$ cat src/source/debug_pkg.sv
/*
  Shared definitions for the debug command port pipeline.
  Holds the command codes, version bytes, buffer sizes and the
  record, status and configuration structs passed between the
  decoder, the response FIFO and the serializer.
  Stages reference it by scoped name.
*/
package debug_pkg;

    ////////////////////////////////////////
    // Command codes
    ////////////////////////////////////////
    localparam logic [7:0] cmd_nop               = 8'h00;
    localparam logic [7:0] cmd_get_status        = 8'h01;
    localparam logic [7:0] cmd_get_buffer_status = 8'h02;
    localparam logic [7:0] cmd_get_packet_count  = 8'h03;
    localparam logic [7:0] cmd_get_error_count   = 8'h04;
    localparam logic [7:0] cmd_get_line_state    = 8'h05;
    localparam logic [7:0] cmd_set_leds          = 8'h10;
    localparam logic [7:0] cmd_set_mode          = 8'h12;
    localparam logic [7:0] cmd_set_loopback      = 8'h21;
    localparam logic [7:0] cmd_version           = 8'hF0;

    localparam logic [7:0] resp_error = 8'hFF; // Leads the reply to an unknown code

    localparam logic [7:0] version_major = 8'h01;
    localparam logic [7:0] version_minor = 8'h00;
    localparam logic [7:0] version_patch = 8'h00;

    ////////////////////////////////////////
    // Sizes
    ////////////////////////////////////////
    localparam int resp_max_bytes = 5;  // Packet count reply is the longest
    localparam int resp_len_w     = 3;
    localparam int fifo_depth     = 4;  // Records, not bytes
    localparam int fifo_ptr_w     = 2;

    typedef logic [resp_len_w-1:0]           len_t;
    typedef logic [resp_max_bytes-1:0][7:0] resp_data_t;  // Index 0 leaves first
    typedef logic [fifo_ptr_w-1:0]           fifo_ptr_t;
    typedef logic [fifo_ptr_w:0]             fifo_cnt_t;   // One extra bit for full

    ////////////////////////////////////////
    // Structs
    ////////////////////////////////////////
    typedef struct packed {
        logic        proxy_active;
        logic        host_connected;
        logic        device_connected;
        logic        buffer_overflow;
        logic [1:0]  host_speed;
        logic [1:0]  device_speed;
        logic [1:0]  host_line_state;
        logic [1:0]  device_line_state;
        logic [15:0] buffer_used;
        logic [31:0] packet_count;
        logic [15:0] error_count;
    } status_t;

    // One complete response, as built by the decoder
    typedef struct packed {
        len_t       len;
        resp_data_t data;
    } resp_t;

    typedef struct packed {
        logic [7:0] leds;
        logic [1:0] mode;
        logic       loopback;
    } cfg_t;

endpackage
$ cat src/source/debug_port.sv
/*
  Debug command port of the USB sniffer.
  A command byte and its argument, strobed by debug_cmd_valid, are
  decoded into a response record, queued in a small FIFO and sent
  back one byte per clock on debug_resp.
  Do not strobe while cmd_busy is high, such a command is dropped.
*/
`timescale 1ns/1ps

module debug_port (
    input  logic               clk,
    input  logic               rst_n,

    // Command side
    input  logic [7:0]         debug_cmd,
    input  logic [7:0]         debug_arg,
    input  logic               debug_cmd_valid,
    input  debug_pkg::status_t status,       // Sampled with the strobe
    output logic               cmd_busy,     // Response FIFO full

    // Response side
    output logic [7:0]         debug_resp,
    output logic               debug_resp_valid,

    output debug_pkg::cfg_t    cfg
);

    ////////////////////////////////////////
    // Stage wiring
    ////////////////////////////////////////
    logic             wr_en;
    debug_pkg::resp_t wr_rec;
    logic             rd_en;
    debug_pkg::resp_t rd_rec;
    logic             empty;

    cmd_decoder u_cmd_decoder (
        .clk             (clk),
        .rst_n           (rst_n),
        .debug_cmd       (debug_cmd),
        .debug_arg       (debug_arg),
        .debug_cmd_valid (debug_cmd_valid),
        .status          (status),
        .full            (cmd_busy),
        .wr_en           (wr_en),
        .wr_rec          (wr_rec),
        .cfg             (cfg)
    );

    // Full flag doubles as the busy level seen outside
    resp_fifo u_resp_fifo (
        .clk    (clk),
        .rst_n  (rst_n),
        .wr_en  (wr_en),
        .wr_rec (wr_rec),
        .rd_en  (rd_en),
        .rd_rec (rd_rec),
        .full   (cmd_busy),
        .empty  (empty)
    );

    resp_serializer u_resp_serializer (
        .clk              (clk),
        .rst_n            (rst_n),
        .rd_rec           (rd_rec),
        .empty            (empty),
        .rd_en            (rd_en),
        .debug_resp       (debug_resp),
        .debug_resp_valid (debug_resp_valid)
    );

endmodule

$ cat src/source/resp_serializer.sv
/*
  Response serializer of the debug port.
  Pops one record at a time from the response FIFO and drives its
  bytes on debug_resp, byte 0 first, one per clock with
  debug_resp_valid. Records are never interleaved and the next pop
  happens on the edge after the last byte.
*/
`timescale 1ns/1ps

module resp_serializer (
    input  logic              clk,
    input  logic              rst_n,
    input  debug_pkg::resp_t  rd_rec,
    input  logic              empty,
    output logic              rd_en,
    output logic [7:0]        debug_resp,
    output logic              debug_resp_valid
);

    debug_pkg::resp_data_t shift_q;  // Bytes still to go, next one at index 0
    debug_pkg::len_t       remain_q;
    logic                  idle;

    assign idle  = (remain_q == '0);
    assign rd_en = idle && !empty;   // Pop only between records

    ////////////////////////////////////////
    // Control and output byte
    ////////////////////////////////////////
    always_ff @(posedge clk or negedge rst_n) begin
        if (!rst_n) begin
            remain_q         <= '0;
            debug_resp       <= 8'h00;
            debug_resp_valid <= 1'b0;
        end else if (!idle) begin
            debug_resp       <= shift_q[0];
            debug_resp_valid <= 1'b1;
            remain_q         <= remain_q - debug_pkg::len_t'(1);
        end else begin
            debug_resp_valid <= 1'b0;      // Last byte keeps showing, not valid
            if (rd_en) begin
                remain_q <= rd_rec.len;
            end
        end
    end

    // Payload shift register
    always_ff @(posedge clk) begin
        if (rd_en) begin
            shift_q <= rd_rec.data;
        end else if (!idle) begin
            shift_q <= shift_q >> 8;        // Next byte down to index 0
        end
    end

endmodule

$ cat src/source/resp_fifo.sv
/*
  Response FIFO of the debug port.
  A ring of whole response records between decoder and serializer.
  The head record shows on rd_rec without a register, so a write
  appears there one edge later. Write and read may share an edge.
*/
`timescale 1ns/1ps

module resp_fifo (
    input  logic             clk,
    input  logic             rst_n,
    input  logic             wr_en,
    input  debug_pkg::resp_t wr_rec,
    input  logic             rd_en,
    output debug_pkg::resp_t rd_rec,
    output logic             full,
    output logic             empty
);

    debug_pkg::resp_t     mem [debug_pkg::fifo_depth];
    debug_pkg::fifo_ptr_t wr_ptr;
    debug_pkg::fifo_ptr_t rd_ptr;
    debug_pkg::fifo_cnt_t count;   // Records held
    logic                 do_wr;
    logic                 do_rd;

    assign full  = (count == debug_pkg::fifo_cnt_t'(debug_pkg::fifo_depth));
    assign empty = (count == '0);
    assign do_wr = wr_en && !full;
    assign do_rd = rd_en && !empty;

    assign rd_rec = mem[rd_ptr];  // Head record

    // Storage
    always_ff @(posedge clk) begin
        if (do_wr) begin
            mem[wr_ptr] <= wr_rec;
        end
    end

    // Pointers wrap on their own, depth is a power of two
    always_ff @(posedge clk or negedge rst_n) begin
        if (!rst_n) begin
            wr_ptr <= '0;
            rd_ptr <= '0;
            count  <= '0;
        end else begin
            if (do_wr) wr_ptr <= wr_ptr + debug_pkg::fifo_ptr_t'(1);
            if (do_rd) rd_ptr <= rd_ptr + debug_pkg::fifo_ptr_t'(1);
            case ({do_wr, do_rd})
                2'b10:   count <= count + debug_pkg::fifo_cnt_t'(1);
                2'b01:   count <= count - debug_pkg::fifo_cnt_t'(1);
                default: count <= count;  // Both or neither
            endcase
        end
    end

endmodule

$ cat src/source/cmd_decoder.sv
/*
  Command decoder of the debug port.
  Turns an accepted command strobe into a whole response record,
  written to the response FIFO on the sampling edge, and keeps the
  LED, mode and loopback configuration registers.
  A strobe is accepted only while the FIFO has room.
*/
`timescale 1ns/1ps

module cmd_decoder (
    input  logic               clk,
    input  logic               rst_n,
    input  logic [7:0]         debug_cmd,
    input  logic [7:0]         debug_arg,
    input  logic               debug_cmd_valid,
    input  debug_pkg::status_t status,
    input  logic               full,
    output logic               wr_en,
    output debug_pkg::resp_t   wr_rec,
    output debug_pkg::cfg_t    cfg
);

    logic accept;

    assign accept = debug_cmd_valid && !full;  // Busy strobes vanish
    assign wr_en  = accept;

    ////////////////////////////////////////
    // Response record
    ////////////////////////////////////////
    always_comb begin
        wr_rec = '0;  // Unused bytes stay zero
        case (debug_cmd)
            debug_pkg::cmd_nop: begin
                wr_rec.len     = debug_pkg::len_t'(1);
                wr_rec.data[0] = debug_pkg::cmd_nop;
            end
            debug_pkg::cmd_get_status: begin
                wr_rec.len     = debug_pkg::len_t'(4);
                wr_rec.data[0] = debug_pkg::cmd_get_status;
                wr_rec.data[1] = {4'b0000, status.proxy_active, status.host_connected,
                                  status.device_connected, 1'b0};
                wr_rec.data[2] = {4'b0000, status.host_speed, status.device_speed};
                wr_rec.data[3] = {7'b0000000, status.buffer_overflow};
            end
            debug_pkg::cmd_get_buffer_status: begin
                wr_rec.len     = debug_pkg::len_t'(3);
                wr_rec.data[0] = debug_pkg::cmd_get_buffer_status;
                wr_rec.data[1] = status.buffer_used[7:0];   // Low byte first
                wr_rec.data[2] = status.buffer_used[15:8];
            end
            debug_pkg::cmd_get_packet_count: begin
                wr_rec.len     = debug_pkg::len_t'(5);
                wr_rec.data[0] = debug_pkg::cmd_get_packet_count;
                wr_rec.data[1] = status.packet_count[7:0];
                wr_rec.data[2] = status.packet_count[15:8];
                wr_rec.data[3] = status.packet_count[23:16];
                wr_rec.data[4] = status.packet_count[31:24];
            end
            debug_pkg::cmd_get_error_count: begin
                wr_rec.len     = debug_pkg::len_t'(3);
                wr_rec.data[0] = debug_pkg::cmd_get_error_count;
                wr_rec.data[1] = status.error_count[7:0];
                wr_rec.data[2] = status.error_count[15:8];
            end
            debug_pkg::cmd_get_line_state: begin
                wr_rec.len     = debug_pkg::len_t'(2);
                wr_rec.data[0] = debug_pkg::cmd_get_line_state;
                wr_rec.data[1] = {4'b0000, status.device_line_state,
                                  status.host_line_state};
            end
            debug_pkg::cmd_set_leds: begin
                wr_rec.len     = debug_pkg::len_t'(2);
                wr_rec.data[0] = debug_pkg::cmd_set_leds;
                wr_rec.data[1] = debug_arg;                      // Echo of new value
            end
            debug_pkg::cmd_set_mode: begin
                wr_rec.len     = debug_pkg::len_t'(2);
                wr_rec.data[0] = debug_pkg::cmd_set_mode;
                wr_rec.data[1] = {6'b000000, debug_arg[1:0]};
            end
            debug_pkg::cmd_set_loopback: begin
                wr_rec.len     = debug_pkg::len_t'(2);
                wr_rec.data[0] = debug_pkg::cmd_set_loopback;
                wr_rec.data[1] = {7'b0000000, debug_arg[0]};
            end
            debug_pkg::cmd_version: begin
                wr_rec.len     = debug_pkg::len_t'(4);
                wr_rec.data[0] = debug_pkg::cmd_version;
                wr_rec.data[1] = debug_pkg::version_major;
                wr_rec.data[2] = debug_pkg::version_minor;
                wr_rec.data[3] = debug_pkg::version_patch;
            end
            default: begin
                // Unknown code is echoed behind the error marker
                wr_rec.len     = debug_pkg::len_t'(2);
                wr_rec.data[0] = debug_pkg::resp_error;
                wr_rec.data[1] = debug_cmd;
            end
        endcase
    end

    ////////////////////////////////////////
    // Configuration registers
    ////////////////////////////////////////
    always_ff @(posedge clk or negedge rst_n) begin
        if (!rst_n) begin
            cfg <= '0;
        end else if (accept) begin
            case (debug_cmd)
                debug_pkg::cmd_set_leds:     cfg.leds     <= debug_arg;
                debug_pkg::cmd_set_mode:     cfg.mode     <= debug_arg[1:0];
                debug_pkg::cmd_set_loopback: cfg.loopback <= debug_arg[0];
                default:                     cfg          <= cfg;  // Reads leave it alone
            endcase
        end
    end

endmodule

$ cat config.mk
export PLATFORM = sky130hd
export DESIGN_NAME = debug_port
export DESIGN_NICKNAME = d
export VERILOG_FILES = /design/src/source/debug_pkg.sv /design/src/source/debug_port.sv /design/src/source/resp_serializer.sv /design/src/source/resp_fifo.sv /design/src/source/cmd_decoder.sv
export SDC_FILE = /design/constraint.sdc
export NUM_CORES = 1
export LEC_CHECK = 0
export BUFFER_PORTS_ARGS = -buffer_cell sky130_fd_sc_hd__buf_2
export CORE_ASPECT_RATIO = 1.25
export CORE_UTILIZATION = 41
export DETAILED_ROUTE_END_ITERATION = 12
export RECOVER_POWER = 100
export SLEW_MARGIN = 25
export SYNTH_ARGS = -nofsm -noshare
export SYNTH_HDL_FRONTEND = slang
export SYNTH_SLANG_ARGS = --single-unit
$ cat constraint.sdc
create_clock -name clk -period 8 [get_ports clk]
set_input_delay 0.4 -clock clk [delete_from_list [all_inputs] [get_ports clk]]
set_output_delay 0.4 -clock clk [all_outputs]
set_load 0.02 [all_outputs]
[Yosys cells after proc, flatten, opt, wreduce, memory -nomap -nowiden]
Memory sizes are Yosys's and may differ from the RTL's.
Index checks and enable logic that the tools add are counted.
Word-level totals
  output and inout port bits: 21
  latch bits: 0
  memory bits (writable): 172
  word-level logic and storage cells: 62
  memories kept: 1
  input bits: 95
  register bits after elaboration: 70
  bits in read-only memories: 0
Operators by class
  add/subtract/negate cells: 5
  multiply operators: 0
  reduce and logical (&&, ||, !) cells: 15
  shifts and indexed selects: 0
  magnitude comparators: 0
  multiplexer cells: 14
  equality and inequality tests: 13
  bitwise logic cells: 0
  div/mod/pow operators: 0
Memory list
  u_resp_fifo.mem: words 4, width 43, rd ports 1, clocked after Yosys merged registers in 0, write ports 1, RTL line resp_fifo.sv:20  | debug_pkg::resp_t mem [debug_pkg::fifo_depth];
Operator list (number)
  one-hot mux 8 bit (10 select lines): 2
  two-way mux 40 bit: 2
  one-hot mux 8 bit (4 select lines): 1
  equality test 8 x 2 -> 1 bit (second input constant): 2
  equality test 8 x 3 -> 1 bit (second input constant): 2
  equality test 8 x 5 -> 1 bit (second input constant): 2
  one-hot mux 8 bit (2 select lines): 1
  one-hot mux 3 bit (4 select lines): 1
  equality test 8 x 1 -> 1 bit (second input constant): 1
  equality test 8 x 6 -> 1 bit (second input constant): 1
  equality test 8 bit (second input constant): 1
  logical NOT 8 bit: 1
  two-way mux 8 bit: 1
  logical NOT 3 bit: 2
  two-way mux 3 bit: 2
  one-hot mux 3 bit (2 select lines): 1
  AND reduction 2 bit: 3
  subtractor 3 x 1 -> 3 bit (second input constant): 2
  adder 2 x 1 -> 2 bit (second input constant): 2
  logical AND 1 bit: 4
  OR reduction 2 bit: 2
  adder 3 x 1 -> 3 bit (second input constant): 1
  equality test 3 bit (second input constant): 1
  two-way mux 1 bit: 3
  other kinds (5): 6

[Depth between registers and ports, before layout]
  depth in word-level cells: 6
  depth in mapped cells: 13
  depth with buffers taken out: 11

[By module]
Synthesis repeated with hierarchy kept, for this count alone.
Second synthesis, totals
  cell total of the unflattened synthesis: 552
  area, all modules: 10288.6 um2
By module, submodules not included
  resp_fifo: sequential area each 5340.1 um2, area an instance 6690.2 um2, times used 1, cells an instance 262
  resp_serializer: sequential area each 1501.4 um2, area an instance 2184.6 um2, times used 1, cells an instance 120
  cmd_decoder: sequential area each 275.3 um2, area an instance 1413.9 um2, times used 1, cells an instance 170

[Worst setup path after synthesis]
OpenSTA, ideal clock, no wires.
  path type: register -> register
  start: reg u_resp_fifo.count[2]
  end: mem u_resp_fifo.mem[0][0] (netlist bit), enable pin
  data required time: 7597 ps
  library setup time: 403 ps
  arrival time: 2186 ps
  slack: 5410 ps
  period minus slack after synthesis: 2590 ps
  stages on the path, launching flop included: 5
  buffers on the path: 1
  cells stage by stage: dfrtp_1 -> nor3b_1 -> nor2b_1 -> clkbuf_1 -> and2_1
On the way
  cells in the longest elaborated chain, start to end: 6
RTL lines
  start, declared: RTL line resp_fifo.sv:23  | debug_pkg::fifo_cnt_t count;
  start signal, assigned: RTL line resp_fifo.sv:51  | 2'b10: count <= count + debug_pkg::fifo_cnt_t'(1);
  start signal, assigned: RTL line resp_fifo.sv:52  | 2'b01: count <= count - debug_pkg::fifo_cnt_t'(1);
  start signal, assigned: RTL line resp_fifo.sv:53  | default: count <= count;
  equality test 3 bit (*): RTL line resp_fifo.sv:27  | assign full = (count == debug_pkg::fifo_cnt_t'(debug_pkg::fifo_depth));
  via cmd_busy: RTL line debug_port.sv:19  | output logic cmd_busy,
  logical NOT 1 bit (*): RTL line resp_fifo.sv:29, cmd_decoder.sv:25
  logical AND 1 bit: RTL line cmd_decoder.sv:25  | assign accept = debug_cmd_valid && !full;
  logical AND 1 bit (*): RTL line resp_fifo.sv:29  | assign do_wr = wr_en && !full;
  two-way mux 1 bit (*): RTL line resp_fifo.sv:36  | if (do_wr) begin
  two-way mux 1 bit (implied by the code) (*): RTL line resp_fifo.sv:37  | mem[wr_ptr] <= wr_rec;
  end, declared: RTL line resp_fifo.sv:20
The timed path passes the listed nets; every way through them passes the cells marked *.

[Worst setup path after layout]
  start: reg u_resp_serializer.remain_q[0]
  end: reg u_resp_fifo.count[2]
On the way
  cells in the longest elaborated chain, start to end: 5
  elaborated cells between the ends (all ways): 7
  classes of those cells: eq/ne (2); mux (1); reduce/logical (4)
RTL lines
  start, declared: RTL line resp_serializer.sv:21  | debug_pkg::len_t remain_q;
  start signal, assigned: RTL line resp_serializer.sv:38  | remain_q <= remain_q - debug_pkg::len_t'(1);
  start signal, assigned: RTL line resp_serializer.sv:42  | remain_q <= rd_rec.len;
  logical NOT 3 bit (*): RTL line resp_serializer.sv:24  | assign idle = (remain_q == '0);
  logical AND 1 bit (*): RTL line resp_serializer.sv:25  | assign rd_en = idle && !empty;
  logical AND 1 bit (*): RTL line resp_fifo.sv:30  | assign do_rd = rd_en && !empty;
  equality test 2 x 1 -> 1 bit / equality test 2 bit (equally long branches): RTL line resp_fifo.sv:50  | case ({do_wr, do_rd})
  one-hot mux 3 bit (2 select lines) / nonzero test 2 bit (equally long branches)
Every way passes the cells marked *; elsewhere a longest branch is shown, timed or not.
A chain may end at the register's enable or synchronous reset.

==> results.ini <==
[timing]
tns_ns = 0
report.final.slew_viol_count = 328
tightest_slew_ns = 3.825
slew_headroom = -1.550
fmax_mhz = 219.4
finalSetupViolCount = 0
finalCritPeriodShare = 0.5697
fin_ws_ns = 3.443
fin_crit_ns = 4.557
skew_ns = 0.01940
rsz0062_at_grt = no
finalHoldViolations = 0

[routing]
drt_iter0_markers = 398
wl_per_cell_um = 19.86
dr.pass1.iters = 5
detail-route-antenna-nets = 0
vias = 5765
routed_wl_mm = 21.82
drc = 0
vias_per_cell = 5.246

[critical_path]
path_common_cell = inv_1
arrival_ns = 4.98
r2r_cells = 12
cpPeakStageDelay_ns = 1.10
crit_fanout = 42
end_kind = flop
crit_path_cell_trace = inv_1 -> ha_1 -> nor2b_1 -> nand2b_1 -> clkbuf_1 -> inv_1 -> ha_1 -> inv_1 -> fa_1 -> xor2_1 -> nor2_1 -> xor2_1
cp_slowest_cell = inv_1
crit_required_ns = 8.42
crit_type = flop to flop
worstSetupStartpointType = flop

[clock_network]
cts_sinks = 238
cts_resized = 0
htreeDepth = 1
cts_buffers = 23
cts_root_buf = clkbuf_16
cts-hold-fix-buffers = 1
clock_path_buffers = 3
tritoncts = done
path_clk_slew_ns = 0.06
insertion_delay_ns = 0.51
post_cts_buffers = 0

[floorplan]
top_level_ports = 116
coreArea_um2 = 23880
die_h_um = 177.2
dieArea_um2 = 25190
dieWidth_um = 142.2
initial_utilization = 0.4215
rows = 63

[layout]
fin_area_um2 = 11560
fillerInstances = 2094
area_delta_synth_final_pct = 14.88
drive_gt1_frac = 0.2455
final_nets = 860
stdcell_count = 1099
n_antenna_cell = 0

[hold_path]
whs_path_depth = 2
hp-class = primary input to flop

[yosys]
yosysTopAreaCellShare = 0.6204
yosysMostFrequentCell = edfxtp_1
syn_area_um2 = 10070
syn_nets = 744
avgSynthCellArea_um2 = 15.71
ys_seq_area_frac = 0.6950
yosysWarnings = 0
ys_types = 59
postSynthCellCount = 641
synth-edff-count = 208
ys_ff_latch = 238
synthArstFlopShare = 0.1261
synthTopCellsByArea = edfxtp_1 62%, mux4_2 9.4%, dfrtp_1 7.5%
synth_ff_type = edfxtp_1
ys_top_cells_by_count = 208 x edfxtp_1, 143 x nand2_1, 42 x mux4_2
synth_top_area_cell = edfxtp_1

[placed_design]
io_buffers = 115
dp.cells = 1056
placed_area_um2 = 10980
gp_congestion = 0.8421
hpwl_mm = 14.30
place_ws_ns = 4.394

[global_routing]
grt_max_degree = 45
grt_pass1_wl_mm = 34.16
grt_usage = 0.1796
gr-total-overflow = 0
antenna_found_initial = 0
first_global_vias = 6192

[power_and_ir_drop]
leakage_nw = 4.562
p_total_mw = 3.637
vdd_drop_max_mv = 0.1845
cellPowerDensity_nw_per_um2 = 314.5

[status]
violations = max-capacitance violations, max-slew violations
status = finished with violations

[flow_run]
maxCapViolCount = 9

[power breakdown]
| part | internal (mW) | total, mW | switching (mW) |
|---|---|---|---|
| sequential | 1.66 | 1.73 | 0.0695 |
| clock | 0.565 | 1.01 | 0.449 |
| combinational | 0.353 | 0.898 | 0.544 |
[cells by family after synthesis]
| logic type | count (synthesis) | synth area share |
|---|---|---|
| DFF | 238 | 0.6950 |
| and+or+nand+nor | 216 | 0.1042 |
| muxes | 67 | 0.1237 |
| AOI/OAI and AO/OA | 56 | 0.03928 |
| buffers and inverters | 49 | 0.02113 |
| adders and majority gates | 8 | 0.01069 |
| xor gates and xnor gates | 7 | 0.006090 |
[final cells by class]
type / count / area (um2) / share of cell area
Clock inverter: 13 / 95.09 / 0.008222
Timing Repair Buffer: 125 / 598.1 / 0.05172
Multi-Input combinational cell: 354 / 2813 / 0.2432
Clock buffer: 29 / 598.1 / 0.05172
Tap cell: 325 / 406.6 / 0.03516
Inverter: 15 / 56.30 / 0.004869
Sequential cell: 238 / 6998 / 0.6051
[worst max-delay path: cells and delay by family (launching register included)]
kind,cells,cell delay (ns)
and+or+nand+nor,3,0.93
DFF,1,0.37
adders and majority gates,3,0.95
xor gates and xnor gates,2,0.32
buffers and inverters,4,1.90
[path summary, 6_finish.rpt]
check	from	to	slack, ns
setup reg to reg	u_resp_serializer.remain_q[0]	u_resp_fifo.count[2]	3.44
hold reg to reg	u_resp_serializer.shift_q[6]	u_resp_serializer.debug_resp[6]	0.45
min in group asynchronous	rst_n	u_resp_fifo.count[1]	0.95
max in group asynchronous	rst_n	u_resp_fifo.rd_ptr[0]	5.85
setup / recovery	u_resp_serializer.remain_q[0]	u_resp_fifo.count[2]	3.44
hold / removal	debug_arg[3]	u_cmd_decoder.cfg[6]	0.14
[state kept, by name, indices dropped and copies added, names as in the netlist]
register and flops:
u_resp_fifo.mem 168, u_resp_serializer.shift_q 40, u_cmd_decoder.cfg 11, u_resp_serializer.debug_resp 8, u_resp_fifo.count 3, u_resp_serializer.remain_q 3
u_resp_fifo.rd_ptr 2, u_resp_fifo.wr_ptr 2, u_resp_serializer.debug_resp_valid 1
[per-stage QoR]
stage,hold slack [ns],util
3_3_place_gp,0.4417,0.4595
6_report,0.1431,0.4842
2_1_floorplan,0.1044,-
5_1_grt,0.1462,0.4842
3_5_place_dp,0.4366,0.4595
4_1_cts,0.1486,0.4890
[layer usage]
layer	vias up	GRT usage	part of all wire	wire, um
met5	-	0	0	0
met4	0	0.05869	0.026	561
met3	38	0.02327	0.046	994
met2	181	0.3297	0.53	11650
met1	2881	0.2165	0.39	8616
li1	2665	-	-	-
[placed cells by master (no fill, tap or decap), types with 5 or more instances in the layout]
cell	instances
edfxtp_1	208
nand2_1	143
buf_2	92
mux4_2	42
clkbuf_1	36
dfrtp_1	29
clkbuf_16	23
and3_1	17
inv_1	14
a21oi_1	12
o21ai_0	11
nor2_1	10
mux2i_1	10
mux2_1	9
clkinv_2	8
a32oi_1	7
ha_1	7
and2_0	6
nand3_1	6
mux2_2	5
and2_1	5
xnor2_1	5
Note: power is estimated with default switching activity, not from simulation.
